### config.mk
export PLATFORM = sky130hd
export DESIGN_NAME = rf_revo_link
export DESIGN_NICKNAME = d
export VERILOG_FILES = /design/src/hw/timing_pkg.sv /design/src/hw/frame_pkg.sv /design/src/hw/revo_timing_if.sv /design/src/hw/word_clock_divider.sv /design/src/hw/revo_generator.sv /design/src/hw/revo_encoder.sv /design/src/hw/revo_decoder.sv /design/src/hw/calibration_serializer.sv /design/src/hw/rf_revo_link.sv
export SDC_FILE = /design/constraint.sdc
export NUM_CORES = 1
export LEC_CHECK = 0
export ABC_AREA = 0
export CAP_MARGIN = 20
export CORE_UTILIZATION = 31
export DETAILED_ROUTE_END_ITERATION = 7
export DONT_BUFFER_PORTS = 1
export GPL_ROUTABILITY_DRIVEN = 0
export SYNTH_ARGS = -nofsm -noshare
export SYNTH_HDL_FRONTEND = slang
export SYNTH_SLANG_ARGS = --single-unit
### constraint.sdc
create_clock -name clock -period 3.9 [get_ports clock]
set_input_delay 0.195 -clock clock [delete_from_list [all_inputs] [get_ports clock]]
set_output_delay 0.195 -clock clock [all_outputs]
set_load 0.05 [all_outputs]
### src/hw/timing_pkg.sv
`default_nettype none

package timing_pkg;

	// one word is eight rf buckets.
	localparam int WORD_BUCKETS = 8;
	localparam int PHASE_BITS = 3;

	// shortened revolution so a simulation covers many turns.
	localparam int REVO_PERIOD_WORDS = 20;
	localparam int WORD_COUNT_BITS = 5;

	// the line arrives one cycle late, so its high half spans phases 1 to 4
	// and its low half spans phases 5 to 0.
	// each sample sits in the middle of one half.
	localparam logic [PHASE_BITS-1:0] SAMPLE_HIGH_PHASE = 3'd3;
	localparam logic [PHASE_BITS-1:0] SAMPLE_LOW_PHASE = 3'd7;

endpackage

`default_nettype wire

### src/hw/frame_pkg.sv
`default_nettype none

package frame_pkg;

	// width of one calibration word.
	localparam int CAL_BITS = 8;

	// ordinary words.
	localparam logic [CAL_BITS-1:0] CAL_PATTERN = 8'b1010_1100;

	// revolution word, the complement, so the far end can find the turn.
	localparam logic [CAL_BITS-1:0] CAL_REVO_PATTERN = 8'b0101_0011;

	// revolutions seen by the decoder.
	localparam int REVO_COUNT_BITS = 16;

endpackage

`default_nettype wire

### src/hw/revo_timing_if.sv
`timescale 1ns/1ps
`default_nettype none

interface revo_timing_if import timing_pkg::*; ();

	// bucket index inside the current word.
	logic [PHASE_BITS-1:0] word_phase;
	// high for the first half of the word.
	logic word_clock;
	// one cycle at phase 0.
	logic word_start;
	// held for the whole revolution word.
	logic revo_word;

	modport divider (
		output word_phase,
		output word_clock,
		output word_start
	);

	modport generator (
		input word_start,
		output revo_word
	);

	modport consumer (
		input word_phase,
		input word_clock,
		input word_start,
		input revo_word
	);

endinterface

`default_nettype wire

### src/hw/word_clock_divider.sv
`timescale 1ns/1ps
`default_nettype none

module word_clock_divider import timing_pkg::*; (
	input wire clock,
	input wire reset,
	revo_timing_if.divider timing
);

	logic [PHASE_BITS-1:0] phase;

	always_ff @(posedge clock) begin
		if (reset) begin
			phase <= '0;
		end else if (phase == PHASE_BITS'(WORD_BUCKETS - 1)) begin
			phase <= '0;
		end else begin
			phase <= phase + 1'b1;
		end
	end

	assign timing.word_phase = phase;

	// first half of the word high, second half low.
	assign timing.word_clock = (phase < PHASE_BITS'(WORD_BUCKETS / 2));

	assign timing.word_start = (phase == '0);

	// the phase must step through every bucket, never skip or stall.
	phase_steps: assert property (
		@(posedge clock) disable iff (reset)
		1'b1 |=> (phase == PHASE_BITS'($past(phase) + 1'b1))
	) else $error("word phase did not advance by one");

endmodule

`default_nettype wire

### src/hw/revo_generator.sv
`timescale 1ns/1ps
`default_nettype none

module revo_generator import timing_pkg::*; (
	input wire clock,
	input wire reset,
	input wire revo_enable,
	revo_timing_if.generator timing
);

	// index of the word starting at the next word_start.
	logic [WORD_COUNT_BITS-1:0] word_count;
	logic revo_held;
	logic revo_next;

	// marker decision for the word that starts in this cycle.
	assign revo_next = revo_enable && (word_count == '0);

	// the new value shows at phase 0 itself, then is held for the word.
	assign timing.revo_word = timing.word_start ? revo_next : revo_held;

	always_ff @(posedge clock) begin
		if (reset) begin
			word_count <= '0;
			revo_held <= 1'b0;
		end else if (timing.word_start) begin
			revo_held <= revo_next;
			if (word_count == WORD_COUNT_BITS'(REVO_PERIOD_WORDS - 1)) begin
				word_count <= '0;
			end else begin
				word_count <= word_count + 1'b1;
			end
		end
	end

	// revo_enable may move mid word, the marker must not.
	revo_at_boundary: assert property (
		@(posedge clock) disable iff (reset)
		$changed(timing.revo_word) |-> timing.word_start
	) else $error("revo_word changed inside a word");

endmodule

`default_nettype wire

### src/hw/revo_encoder.sv
`timescale 1ns/1ps
`default_nettype none

module revo_encoder (
	input wire clock,
	input wire reset,
	revo_timing_if.consumer timing,
	output logic line_out
);

	logic code;

	// single-wire code.
	// the plain word clock most of the time, inverted for the revolution word.
	// the far end gets its clock from the edges and the marker from the
	// polarity.
	assign code = timing.word_clock ^ timing.revo_word;

	// registered so the line leaves from a flop, one cycle behind the phase.
	always_ff @(posedge clock) begin
		if (reset) begin
			line_out <= 1'b0;
		end else begin
			line_out <= code;
		end
	end

endmodule

`default_nettype wire

### src/hw/revo_decoder.sv
`timescale 1ns/1ps
`default_nettype none

module revo_decoder import timing_pkg::*, frame_pkg::*; (
	input wire clock,
	input wire reset,
	revo_timing_if.consumer timing,
	input wire line_in,
	output logic revo_recovered,
	output logic code_error,
	output logic period_error,
	output logic locked,
	output logic [REVO_COUNT_BITS-1:0] revo_count
);

	logic line_bit;
	logic sample_high;
	logic code_ok;
	logic marker;
	logic spacing_ok;
	logic [WORD_COUNT_BITS-1:0] words_since;
	logic [WORD_COUNT_BITS-1:0] words_bumped;
	logic seen_marker;
	logic one_good;

	// xor with the local word clock gives the marker level in both halves.
	assign line_bit = line_in ^ timing.word_clock;
	assign code_ok = (line_bit == sample_high);
	assign marker = code_ok && line_bit;
	assign spacing_ok = (words_since == WORD_COUNT_BITS'(REVO_PERIOD_WORDS - 1));
	assign words_bumped = (words_since == '1) ? words_since : words_since + 1'b1;

	// decisions are taken at the phase-7 sample.
	// the pulses show in the next cycle.
	always_ff @(posedge clock) begin
		if (reset) begin
			sample_high <= 1'b0;
			words_since <= '0;
			seen_marker <= 1'b0;
			one_good <= 1'b0;
			locked <= 1'b0;
			revo_count <= '0;
			revo_recovered <= 1'b0;
			code_error <= 1'b0;
			period_error <= 1'b0;
		end else begin
			revo_recovered <= 1'b0;
			code_error <= 1'b0;
			period_error <= 1'b0;
			if (timing.word_phase == SAMPLE_HIGH_PHASE) begin
				sample_high <= line_bit;
			end
			if (timing.word_phase == SAMPLE_LOW_PHASE) begin
				if (!code_ok) begin
					code_error <= 1'b1;
					locked <= 1'b0;
					one_good <= 1'b0;
					words_since <= words_bumped;
				end else if (marker) begin
					revo_recovered <= 1'b1;
					revo_count <= revo_count + 1'b1;
					words_since <= '0;
					seen_marker <= 1'b1;
					if (seen_marker && spacing_ok) begin
						locked <= locked | one_good;
						one_good <= 1'b1;
					end else if (seen_marker) begin
						period_error <= 1'b1;
						locked <= 1'b0;
						one_good <= 1'b0;
					end
				end else begin
					words_since <= words_bumped;
					// marker was due in this word and did not come.
					if (locked && spacing_ok) begin
						period_error <= 1'b1;
						locked <= 1'b0;
						one_good <= 1'b0;
					end
				end
			end
		end
	end

	one_marker_per_word: assert property (
		@(posedge clock) disable iff (reset)
		revo_recovered |=> !revo_recovered
	) else $error("revo_recovered held for two cycles");

endmodule

`default_nettype wire

### src/hw/calibration_serializer.sv
`timescale 1ns/1ps
`default_nettype none

module calibration_serializer import frame_pkg::*; (
	input wire clock,
	input wire reset,
	input wire cal_enable,
	revo_timing_if.consumer timing,
	output logic cal_serial
);

	logic [CAL_BITS-1:0] pattern;
	logic [CAL_BITS-1:0] shift;

	// the revolution word gets its own pattern for word alignment.
	assign pattern = timing.revo_word ? CAL_REVO_PATTERN : CAL_PATTERN;

	// msb first, one bit per bucket.
	always_ff @(posedge clock) begin
		if (reset) begin
			shift <= '0;
			cal_serial <= 1'b0;
		end else if (!cal_enable) begin
			shift <= '0;
			cal_serial <= 1'b0;
		end else if (timing.word_start) begin
			cal_serial <= pattern[CAL_BITS-1];
			shift <= {pattern[CAL_BITS-2:0], 1'b0};
		end else begin
			cal_serial <= shift[CAL_BITS-1];
			shift <= {shift[CAL_BITS-2:0], 1'b0};
		end
	end

endmodule

`default_nettype wire

### src/hw/rf_revo_link.sv
`timescale 1ns/1ps
`default_nettype none

module rf_revo_link import frame_pkg::*; (
	input wire clock,
	input wire reset,
	input wire revo_enable,
	input wire cal_enable,
	input wire line_in,
	output logic word_clock_out,
	output logic line_out,
	output logic cal_serial,
	output logic revo_recovered,
	output logic code_error,
	output logic period_error,
	output logic locked,
	output logic [REVO_COUNT_BITS-1:0] revo_count
);

	revo_timing_if timing ();

	assign word_clock_out = timing.word_clock;

	// timing board side.
	word_clock_divider word_clock_divider_i (
		.clock (clock),
		.reset (reset),
		.timing (timing.divider)
	);

	revo_generator revo_generator_i (
		.clock (clock),
		.reset (reset),
		.revo_enable (revo_enable),
		.timing (timing.generator)
	);

	revo_encoder revo_encoder_i (
		.clock (clock),
		.reset (reset),
		.timing (timing.consumer),
		.line_out (line_out)
	);

	calibration_serializer calibration_serializer_i (
		.clock (clock),
		.reset (reset),
		.cal_enable (cal_enable),
		.timing (timing.consumer),
		.cal_serial (cal_serial)
	);

	// front-end side, shares the word timing.
	revo_decoder revo_decoder_i (
		.clock (clock),
		.reset (reset),
		.timing (timing.consumer),
		.line_in (line_in),
		.revo_recovered (revo_recovered),
		.code_error (code_error),
		.period_error (period_error),
		.locked (locked),
		.revo_count (revo_count)
	);

endmodule

`default_nettype wire

-- Word level (Yosys, flattened, before mapping)
Cells that the tools add are included.
- register bits: 47
- output and inout port bits: 23
- input port bits: 5
- logic and storage cells: 68
- order comparisons: 1
- reduce and logical (&&, ||, !) cells: 12
- add/subtract/negate cells: 4
- multiplexer cells: 22
- equal/unequal tests: 8
- bitwise logic cells: 6
- operator list (cell ; number):
    two-way mux 5 bit ; 4
    adder 16 x 1 -> 16 bit (second input constant) ; 1
    two-way mux 1 bit ; 16
    two-way mux 8 bit ; 2
    == test 5 bit (second input constant) ; 3
    adder 5 x 1 -> 5 bit (second input constant) ; 2
    AND reduction 3 bit ; 2
    OR reduction 2 bit ; 3
    logical NOT 5 bit ; 1
    logical AND 1 bit ; 4
    != test 4 bit (second input constant) ; 1
    adder 3 x 1 -> 3 bit (second input constant) ; 1
    == test 3 x 2 -> 1 bit (second input constant) ; 1
    == test 3 bit (second input constant) ; 1
    logical NOT 3 bit ; 1
    less-than comparator 3 bit (second input constant) ; 1
    != test 3 bit (second input constant) ; 1
    NOT 1 bit ; 3
    OR reduction 3 bit ; 1
    XOR 1 bit ; 2
    == test 1 bit ; 1
    bitwise OR 1 bit ; 1

-- Longest topological paths before layout
Gate-level depths: netlist (run 1).
- word-level depth: 6
- mapped depth: 8
- mapped depth without buffers: 6

-- Cells and area by module
From an unflattened synthesis (run 1), not the netlist that was laid out.
- cells, all modules: 220
- area total of the unflattened synthesis: 2083.2 um2
- modules (own cells, without submodules) (module ; cells an instance ; area an instance (um2) ; times used ; sequential area each (um2)):
    revo_decoder ; 144 ; 1322.5 ; 1 ; 560.5
    revo_generator ; 33 ; 320.3 ; 1 ; 120.1
    calibration_serializer ; 27 ; 272.8 ; 1 ; 160.2
    word_clock_divider ; 13 ; 135.1 ; 1 ; 60.1
    revo_encoder ; 3 ; 32.5 ; 1 ; 20.0

-- Least setup slack after synthesis (run 1)
Ideal clock, no wire load.
- path kind: flip-flop to flip-flop
- start point: register word_clock_divider_i.phase[2] (netlist: word_clock_divider_i.timing.word_phase[2])
- end point: register revo_decoder_i.revo_count[15]
- data arrival time: 2.020 ns
- path slack: 1.809 ns
- path buffers: 1
- period minus slack after synthesis: 2.091 ns
- data required time: 3.829 ns
- stages on the path, launching flop included: 8
- cells stage by stage: dfxtp_1 xnor2_1 ha_1 nand4b_1 or2_1 buf_2 or4_1 a21oi_1
- word-level cells in the longest chain between the ends: 5
- RTL lines (what ; line ; RTL):
    from (decl) ; word_clock_divider.sv:10 ; logic [PHASE_BITS-1:0] phase;
    from (signal assigned) ; word_clock_divider.sv:18 ; phase <= phase + 1'b1;
    less-than comparator 3 bit (*) ; word_clock_divider.sv:25 ; assign timing.word_clock = (phase < PHASE_BITS'(WORD_BUCKETS / 2));
    XOR 1 bit (*) ; revo_decoder.sv:27 ; assign line_bit = line_in ^ timing.word_clock;
    via revo_decoder_i.line_bit ; revo_decoder.sv:16 ; logic line_bit;
    == test 1 bit ; revo_decoder.sv:28 ; assign code_ok = (line_bit == sample_high);
    logical AND 1 bit ; revo_decoder.sv:29 ; assign marker = code_ok && line_bit;
    AND reduction 3 bit (no line) (*) ; - ;
    to (signal assigned) ; revo_decoder.sv:61 ; revo_count <= revo_count + 1'b1;
    to (decl) ; revo_decoder.sv:13 ; output logic [REVO_COUNT_BITS-1:0] revo_count
The timed path passes the listed nets; every way through them passes the cells marked *.
A chain may end at the register's enable or synchronous reset.

-- Worst setup path after layout (run 1)
- start point: register word_clock_divider_i.phase[0] (netlist: word_clock_divider_i.timing.word_phase[0])
- end point: register revo_decoder_i.revo_count[15]
- word-level cells in the longest chain between the ends: 5
- RTL lines (what ; line):
    less-than comparator 3 bit ; word_clock_divider.sv:25
    XOR 1 bit ; revo_decoder.sv:27
    == test 1 bit ; revo_decoder.sv:28
    logical AND 1 bit ; revo_decoder.sv:29
    AND reduction 3 bit (no line) (*) ; -
Mark *: on every way between the ends. The rest lies on a longest branch, timed or not.

==> results of run 1 <==
power breakdown:
part	leakage, uW	internal (uW)	switching, uW
clock	0.0000514	191	156
combinational	0.000340	26.5	40.3
sequential	0.000373	486	19.7
total	0.000764	703	216
cell usage in the layout (no fill, tap or decap), types with 6 or more instances in the layout:
cell,synthesis,final
dfxtp_1,46,46
nor2_1,23,23
nand2_1,18,18
a21oi_1,17,17
nand3_1,10,10
ha_1,9,9
inv_1,8,8
nand4_1,8,8
o21ai_0,8,8
xor2_1,8,8
nor3_1,7,7
xnor2_1,6,6
metal layers:
metal | track usage (%) | up-vias
met5 | 0 | -
li1 | - | 772
met3 | 4.22 | 2
met1 | 15.0 | 702
met4 | 3.68 | 0
met2 | 19.5 | 18
worst max-delay path, cell delays in order (launching register included):
cell and delay [ns]:
dfxtp_1 0.36, ha_1 0.18, ha_1 0.47, nand4b_1 0.20, or2_1 0.35, or4_1 0.48
a21oi_1 0.14
path summary, 6_finish.rpt:
check | start | end | slack (ns) | depth (start not counted)
setup / recovery | word_clock_divider_i.timing.word_phase[0]$_SDFF_PP0_ | revo_decoder_i.revo_count[15]$_SDFFE_PP0P_ | 1.63 | 6
hold / removal | reset | revo_decoder_i.revo_recovered$_SDFF_PP0_ | 0.12 | 2
setup reg to reg | word_clock_divider_i.timing.word_phase[0]$_SDFF_PP0_ | revo_decoder_i.revo_count[15]$_SDFFE_PP0P_ | 1.63 | 6
hold reg to reg | calibration_serializer_i.shift[1]$_SDFF_PP0_ | calibration_serializer_i.shift[2]$_SDFF_PP0_ | 0.44 | 2
registers in the layout, indices dropped and copies added (netlist names), 3 cells and up:
signal / cells
revo_decoder_i.revo_count: 16
calibration_serializer_i.shift: 7
revo_decoder_i.words_since: 5
revo_generator_i.word_count: 5
word_clock_divider_i.timing.word_phase: 3
Yosys cell counts:
cell / number
and3b_1: 1
and3_1: 3
nand2b_1: 4
and4b_1: 1
a211oi_1: 3
a41oi_1: 1
mux2i_1: 3
a31oi_1: 2
nor3b_1: 2
a21oi_1: 17
nand4b_1: 2
buf_2: 1
clkbuf_1: 8
nor3_1: 7
or3_1: 4
nor2_1: 23
o21ai_0: 8
nand3b_1: 1
ha_1: 9
buf_4: 1
o21a_1: 4
a41o_1: 1
nor2b_1: 5
nor4bb_1: 1
or4_1: 1
nor4b_1: 1
nand3_1: 10
dfxtp_1: 46
xor2_1: 8
nand4_1: 8
or2_1: 1
inv_1: 8
xnor2_1: 6
o31ai_1: 1
nand2_1: 18
and4_1: 2
area by class of cell:
| type | count | area (um^2) | share of cell area, % |
|---|---|---|---|
| inverter | 8 | 30.0 | 1.39 |
| sequential | 46 | 921 | 42.7 |
| multi-input combinational | 158 | 980 | 45.5 |
| clock buffer | 6 | 72.6 | 3.37 |
| clock inverter | 2 | 37.5 | 1.74 |
| tap | 75 | 93.8 | 4.36 |
| timing repair buffer | 1 | 20.0 | 0.929 |
through the flow:
stage	power (uW)	worst slack, ns	instance area, um^2
after floorplan	570	1.81	1970
after global placement	575	1.66	2020
after detailed placement	577	1.64	2020
after global routing	970	1.47	2150
after CTS	936	1.61	2150
final	919	1.63	2150
kinds of logic (layout without fill, tap and decap cells):
logic type	Yosys count	count (layout)	synth area share [%]
buffers and inverters	18	17	3.68
AO/OA/AOI/OAI	37	37	11.0
AND/OR/NAND/NOR	95	95	25.2
adder cells (fa/ha/maj)	9	9	5.71
multiplexers	3	3	1.52
flip-flops	46	46	46.7
XOR/XNOR	14	14	6.21
==> metrics.txt, run 1 <==
global-route wire length before repair 6.19 mm; share of layout cells above drive strength 1 3.62%; drt drc 0; Slew Limit Fails 0; WL/cell 12.8 um; outcome finished, final reports clean; post-synth top area cell dfxtp_1; H-Tree Depth 2; Slew Limit Headroom 54.3%; clk_skew 0.00977 ns; Layout fillers 646; RSZ-0062 raised after global routing false; vias in the first global route 1362; dpl cells 287; clock slew at reported path FFs 0.09 ns; post-route clock period utilization 58.1%; Total GRT Usage 12.1%; fin crit period 2.27 ns; worst hold margin 0.124 ns; Rows 28; Yosys cell types 36; # diodes 0; Fin. Hold Viols 0; DR top layer met4; largest net degree at the start of global routing 32; height of the die 81.8 um; Skew-Pair Late Insertion Delay 0.29 ns; Post-Synthesis Cells 222; syn_area_per_cell 8.89 um^2; leakage 0.000764 uW; routed length on met3 187 um; CTS Buf Count 5; number of iterations in the first detailed-routing pass 4; total grt overflow 0; die span in x 81.8 um; clk root buf clkbuf_8; nets@finish 234; Synth Register Bits 46; core box area 6030 um^2; Routed Antenna Nets 0; final setup TNS 0 ns; CTS resizes 0; Final setup viols 0; routed wl met2 1.73 mm; CP required 4.12 ns; endpoint class of the critical path register; Post CTS Setup Buffer Count 0; Mapped Nets 236; critical path fanouts, max 17; cts hold-fix bufs 1; TritonCTS clock tree done; # IOs 28; # port buffers 0; top post-synthesis cells by area dfxtp_1 (47%), ha_1 (5.7%), nor2_1 (4.4%), a21oi_1 (4.3%), xor2_1 (3.6%); Vias 1494; dpl hpwl 2.63 mm; initial antenna violation count 0; peak supply drop 220 uV; fmax 441 MHz; synthesis-to-finish area growth 9.19%; WL final 3.77 mm; clock sinks 46; Crit Path Category register to register; Hold Crit Class input port to register; Final Core Density 35.8%; Worst Max-Slew Pin Slew 0.685 ns; Via-to-Cell Ratio 5.05; final non-filler cell total 296; Die Area 6690 um^2; startpoint type of the worst setup path register; Mapped Area 1970 um^2; drt initial violations 52; M1 WL 1.84 mm; YS warnings 0; share of the synthesized area in the top cell type 46.7%; Max-Cap Viols 0; Initial Util 32.7%; pwr dens 427 nW/um^2; Clock Path Buffers 2; critical path arrival 2.49 ns; Seq/Total Area, Yosys 46.7%
(Power assumes the default switching activity.)
==> run 2, diff against run 1 <==
==> constraint.sdc (replaced) <==
create_clock -name clock -period 2.34 [get_ports clock]
set_input_delay 0.117 -clock clock [delete_from_list [all_inputs] [get_ports clock]]
set_output_delay 0.117 -clock clock [all_outputs]
set_load 0.05 [all_outputs]
==> run 2 against run 1 <==
  * Clock skew is 0.0048 ns lower
  * Die area unchanged
  * Critical path depth is the same
  * Sequential cell count did not move
  * Cell count rose by 5.1%
  * Final area up 4.3%
  * Critical path type unchanged
  * Total power increased by 59%
  * Clock power rose by 44%
  * Count of clock-buffer cells in the layout down 1
  * Register-to-register slack got worse by 1.4 ns
  * First-iteration DRC count grew 17%
  * Sequential power rose by 67%
==> metrics.txt, run 2 (same netlist as run 1, synthesis figures left out) <==
Via-to-Cell Ratio 4.97 (was 5.05); Routed Antenna Nets 0 (unchanged); Final setup viols 0 (unchanged); cells along the critical path xnor2_1 > ha_1 > nand4b_1 > or2_1 > or4_1 > a21oi_1 (was ha_1 > ha_1 > nand4b_1 > or2_1 > or4_1 > a21oi_1); Hold Crit Class input port to register (unchanged); Vias 1547 (was 1494); grt met3 use 6.22% (was 4.22%); fmax 472 MHz (was 441 MHz); WL/cell 13.1 um (was 12.8 um); nets@finish 249 (was 234); number of iterations in the first detailed-routing pass 4 (unchanged); critical path fanouts, max 7 (was 17); pwr dens 649 nW/um^2 (was 427 nW/um^2); Slew Limit Fails 0 (unchanged); slowest stage cell, crit path or4_1 (unchanged); # IOs 28 (unchanged); CTS resizes 0 (unchanged); fin crit period 2.12 ns (was 2.27 ns); endpoint class of the critical path register (unchanged); synthesis-to-finish area growth 13.9% (was 9.19%); CP required 2.59 ns (was 4.12 ns); # diodes 0 (unchanged); family with the most delay on the worst path simple AND/OR/NAND/NOR gates (unchanged); grt met2 use 20.8% (was 19.5%); Slew Limit Headroom 54.2% (was 54.3%); clk_skew 0.00493 ns (was 0.00977 ns); leakage 0.000838 uW (was 0.000764 uW); Post CTS Setup Buffer Count 0 (unchanged); vias in the first global route 1508 (was 1362); Crit Path Category register to register (unchanged); Place WS 0.261 ns (was 1.64 ns); commonest non-fill, non-tap cell in the layout dfxtp_1 (unchanged); share of layout cells above drive strength 1 10.2% (was 3.62%); height of the die 81.8 um (unchanged); core box area 6030 um^2 (unchanged); largest net degree at the start of global routing 32 (unchanged); GR Util met1 17.2% (was 15.0%); global-route layer with the greatest usage met2 (unchanged); Max-Cap Viols 0 (unchanged); Top reg by flops revo_decoder_i.revo_count (unchanged); cts hold-fix bufs 1 (unchanged); global-route wire length before repair 6.99 mm (was 6.19 mm); final setup TNS 0 ns (unchanged); most frequent cells in the layout dfxtp_1 (46), nor2_1 (23), nand2_1 (18) (unchanged); Skew-Pair Late Insertion Delay 0.31 ns (was 0.29 ns); Clock Path Buffers 2 (unchanged); startpoint type of the worst setup path register (unchanged); critical path arrival 2.36 ns (was 2.49 ns); Worst Setup Slack, final 0.223 ns (was 1.63 ns); WL final 4.07 mm (was 3.77 mm); Largest regs revo_decoder_i.revo_count: 16 flops, calibration_serializer_i.shift: 7 flops (unchanged); H-Tree Depth 2 (unchanged); TritonCTS clock tree done (unchanged); peak supply drop 263 uV (was 220 uV); Rows 28 (unchanged); Total GRT Usage 13.7% (was 12.1%); Fin. Hold Viols 0 (unchanged); Layout fillers 628 (was 646); Worst Path Buf+Inv 0 (unchanged); clock slew at reported path FFs 0.09 ns (about the same); drt initial violations 61 (was 52); RSZ-0062 raised after global routing false (unchanged); # port buffers 0 (unchanged); max reg flops 16 (unchanged); CP peak stage delay 0.48 ns (about the same); die span in x 81.8 um (unchanged); dpl hpwl 2.77 mm (was 2.63 mm); outcome finished, final reports clean (unchanged); Worst Max-Slew Pin Slew 0.686 ns (was 0.685 ns); Die Area 6690 um^2 (unchanged); clk root buf clkbuf_8 (unchanged); drt drc 0 (unchanged); CTS Buf Count 5 (unchanged); total grt overflow 0 (unchanged); Initial Util 32.7% (unchanged); clock sinks 46 (unchanged); worst hold margin 0.0434 ns (was 0.124 ns); initial antenna violation count 0 (unchanged); post-route clock period utilization 90.5% (was 58.1%)
[run 2: cell count changes in the layout (fill, tap and decap cells not counted), sizes merged]
| cell | previous run | this run |
|---|---|---|
| buf | 1 | 16 |
| bufinv | 1 | 0 |
| clkbuf | 6 | 5 |
| clkinv | 0 | 2 |
[run 2: final cells by class]
type	count	area (um^2)	share of cell area, %
tap	75	93.8	4.18
timing repair buffer	16	133	5.90
multi-input combinational	158	980	43.6
sequential	46	921	41.0
clock buffer	5	68.8	3.06
inverter	8	30.0	1.34
clock inverter	3	21.3	0.947
[run 2: worst paths after layout]
| kind | from | end | depth (start not counted) | slack, ns |
|---|---|---|---|---|
| hold / removal | cal_enable | calibration_serializer_i.shift[2]$_SDFF_PP0_ | 2 | 0.04 |
| setup / recovery | word_clock_divider_i.timing.word_phase[2]$_SDFF_PP0_ | revo_decoder_i.revo_count[15]$_SDFFE_PP0P_ | 6 | 0.22 |
| hold reg to reg | calibration_serializer_i.shift[1]$_SDFF_PP0_ | calibration_serializer_i.shift[2]$_SDFF_PP0_ | 2 | 0.44 |
| setup reg to reg | word_clock_divider_i.timing.word_phase[2]$_SDFF_PP0_ | revo_decoder_i.revo_count[15]$_SDFFE_PP0P_ | 6 | 0.22 |
[run 2: through the flow]
| stage | cells | power [uW] | instance area, um^2 | util (%) |
|---|---|---|---|---|
| finish | 311 | 1460 | 2250 | 37.3 |
| global route | 311 | 1530 | 2250 | 37.3 |
| CTS | 311 | 1480 | 2250 | 37.3 |
| detailed placement | 302 | 965 | 2140 | 35.5 |
| global placement | 302 | 963 | 2140 | 35.5 |
| floorplan | 222 | 949 | 1970 | - |
[run 2: report_power, final]
group          total [uW]  leakage [uW]  internal (uW)  switching (uW)
logic                 117      0.000421           47.2            70.1
registers             841      0.000373            809            31.6
clock network         501     0.0000441            210             290
[run 2: routing by layer]
metal	up-vias	share of wire [%]
li1	793	-
met1	713	47
met2	37	45
met3	4	7.0
met4	0	0.71
met5	-	0
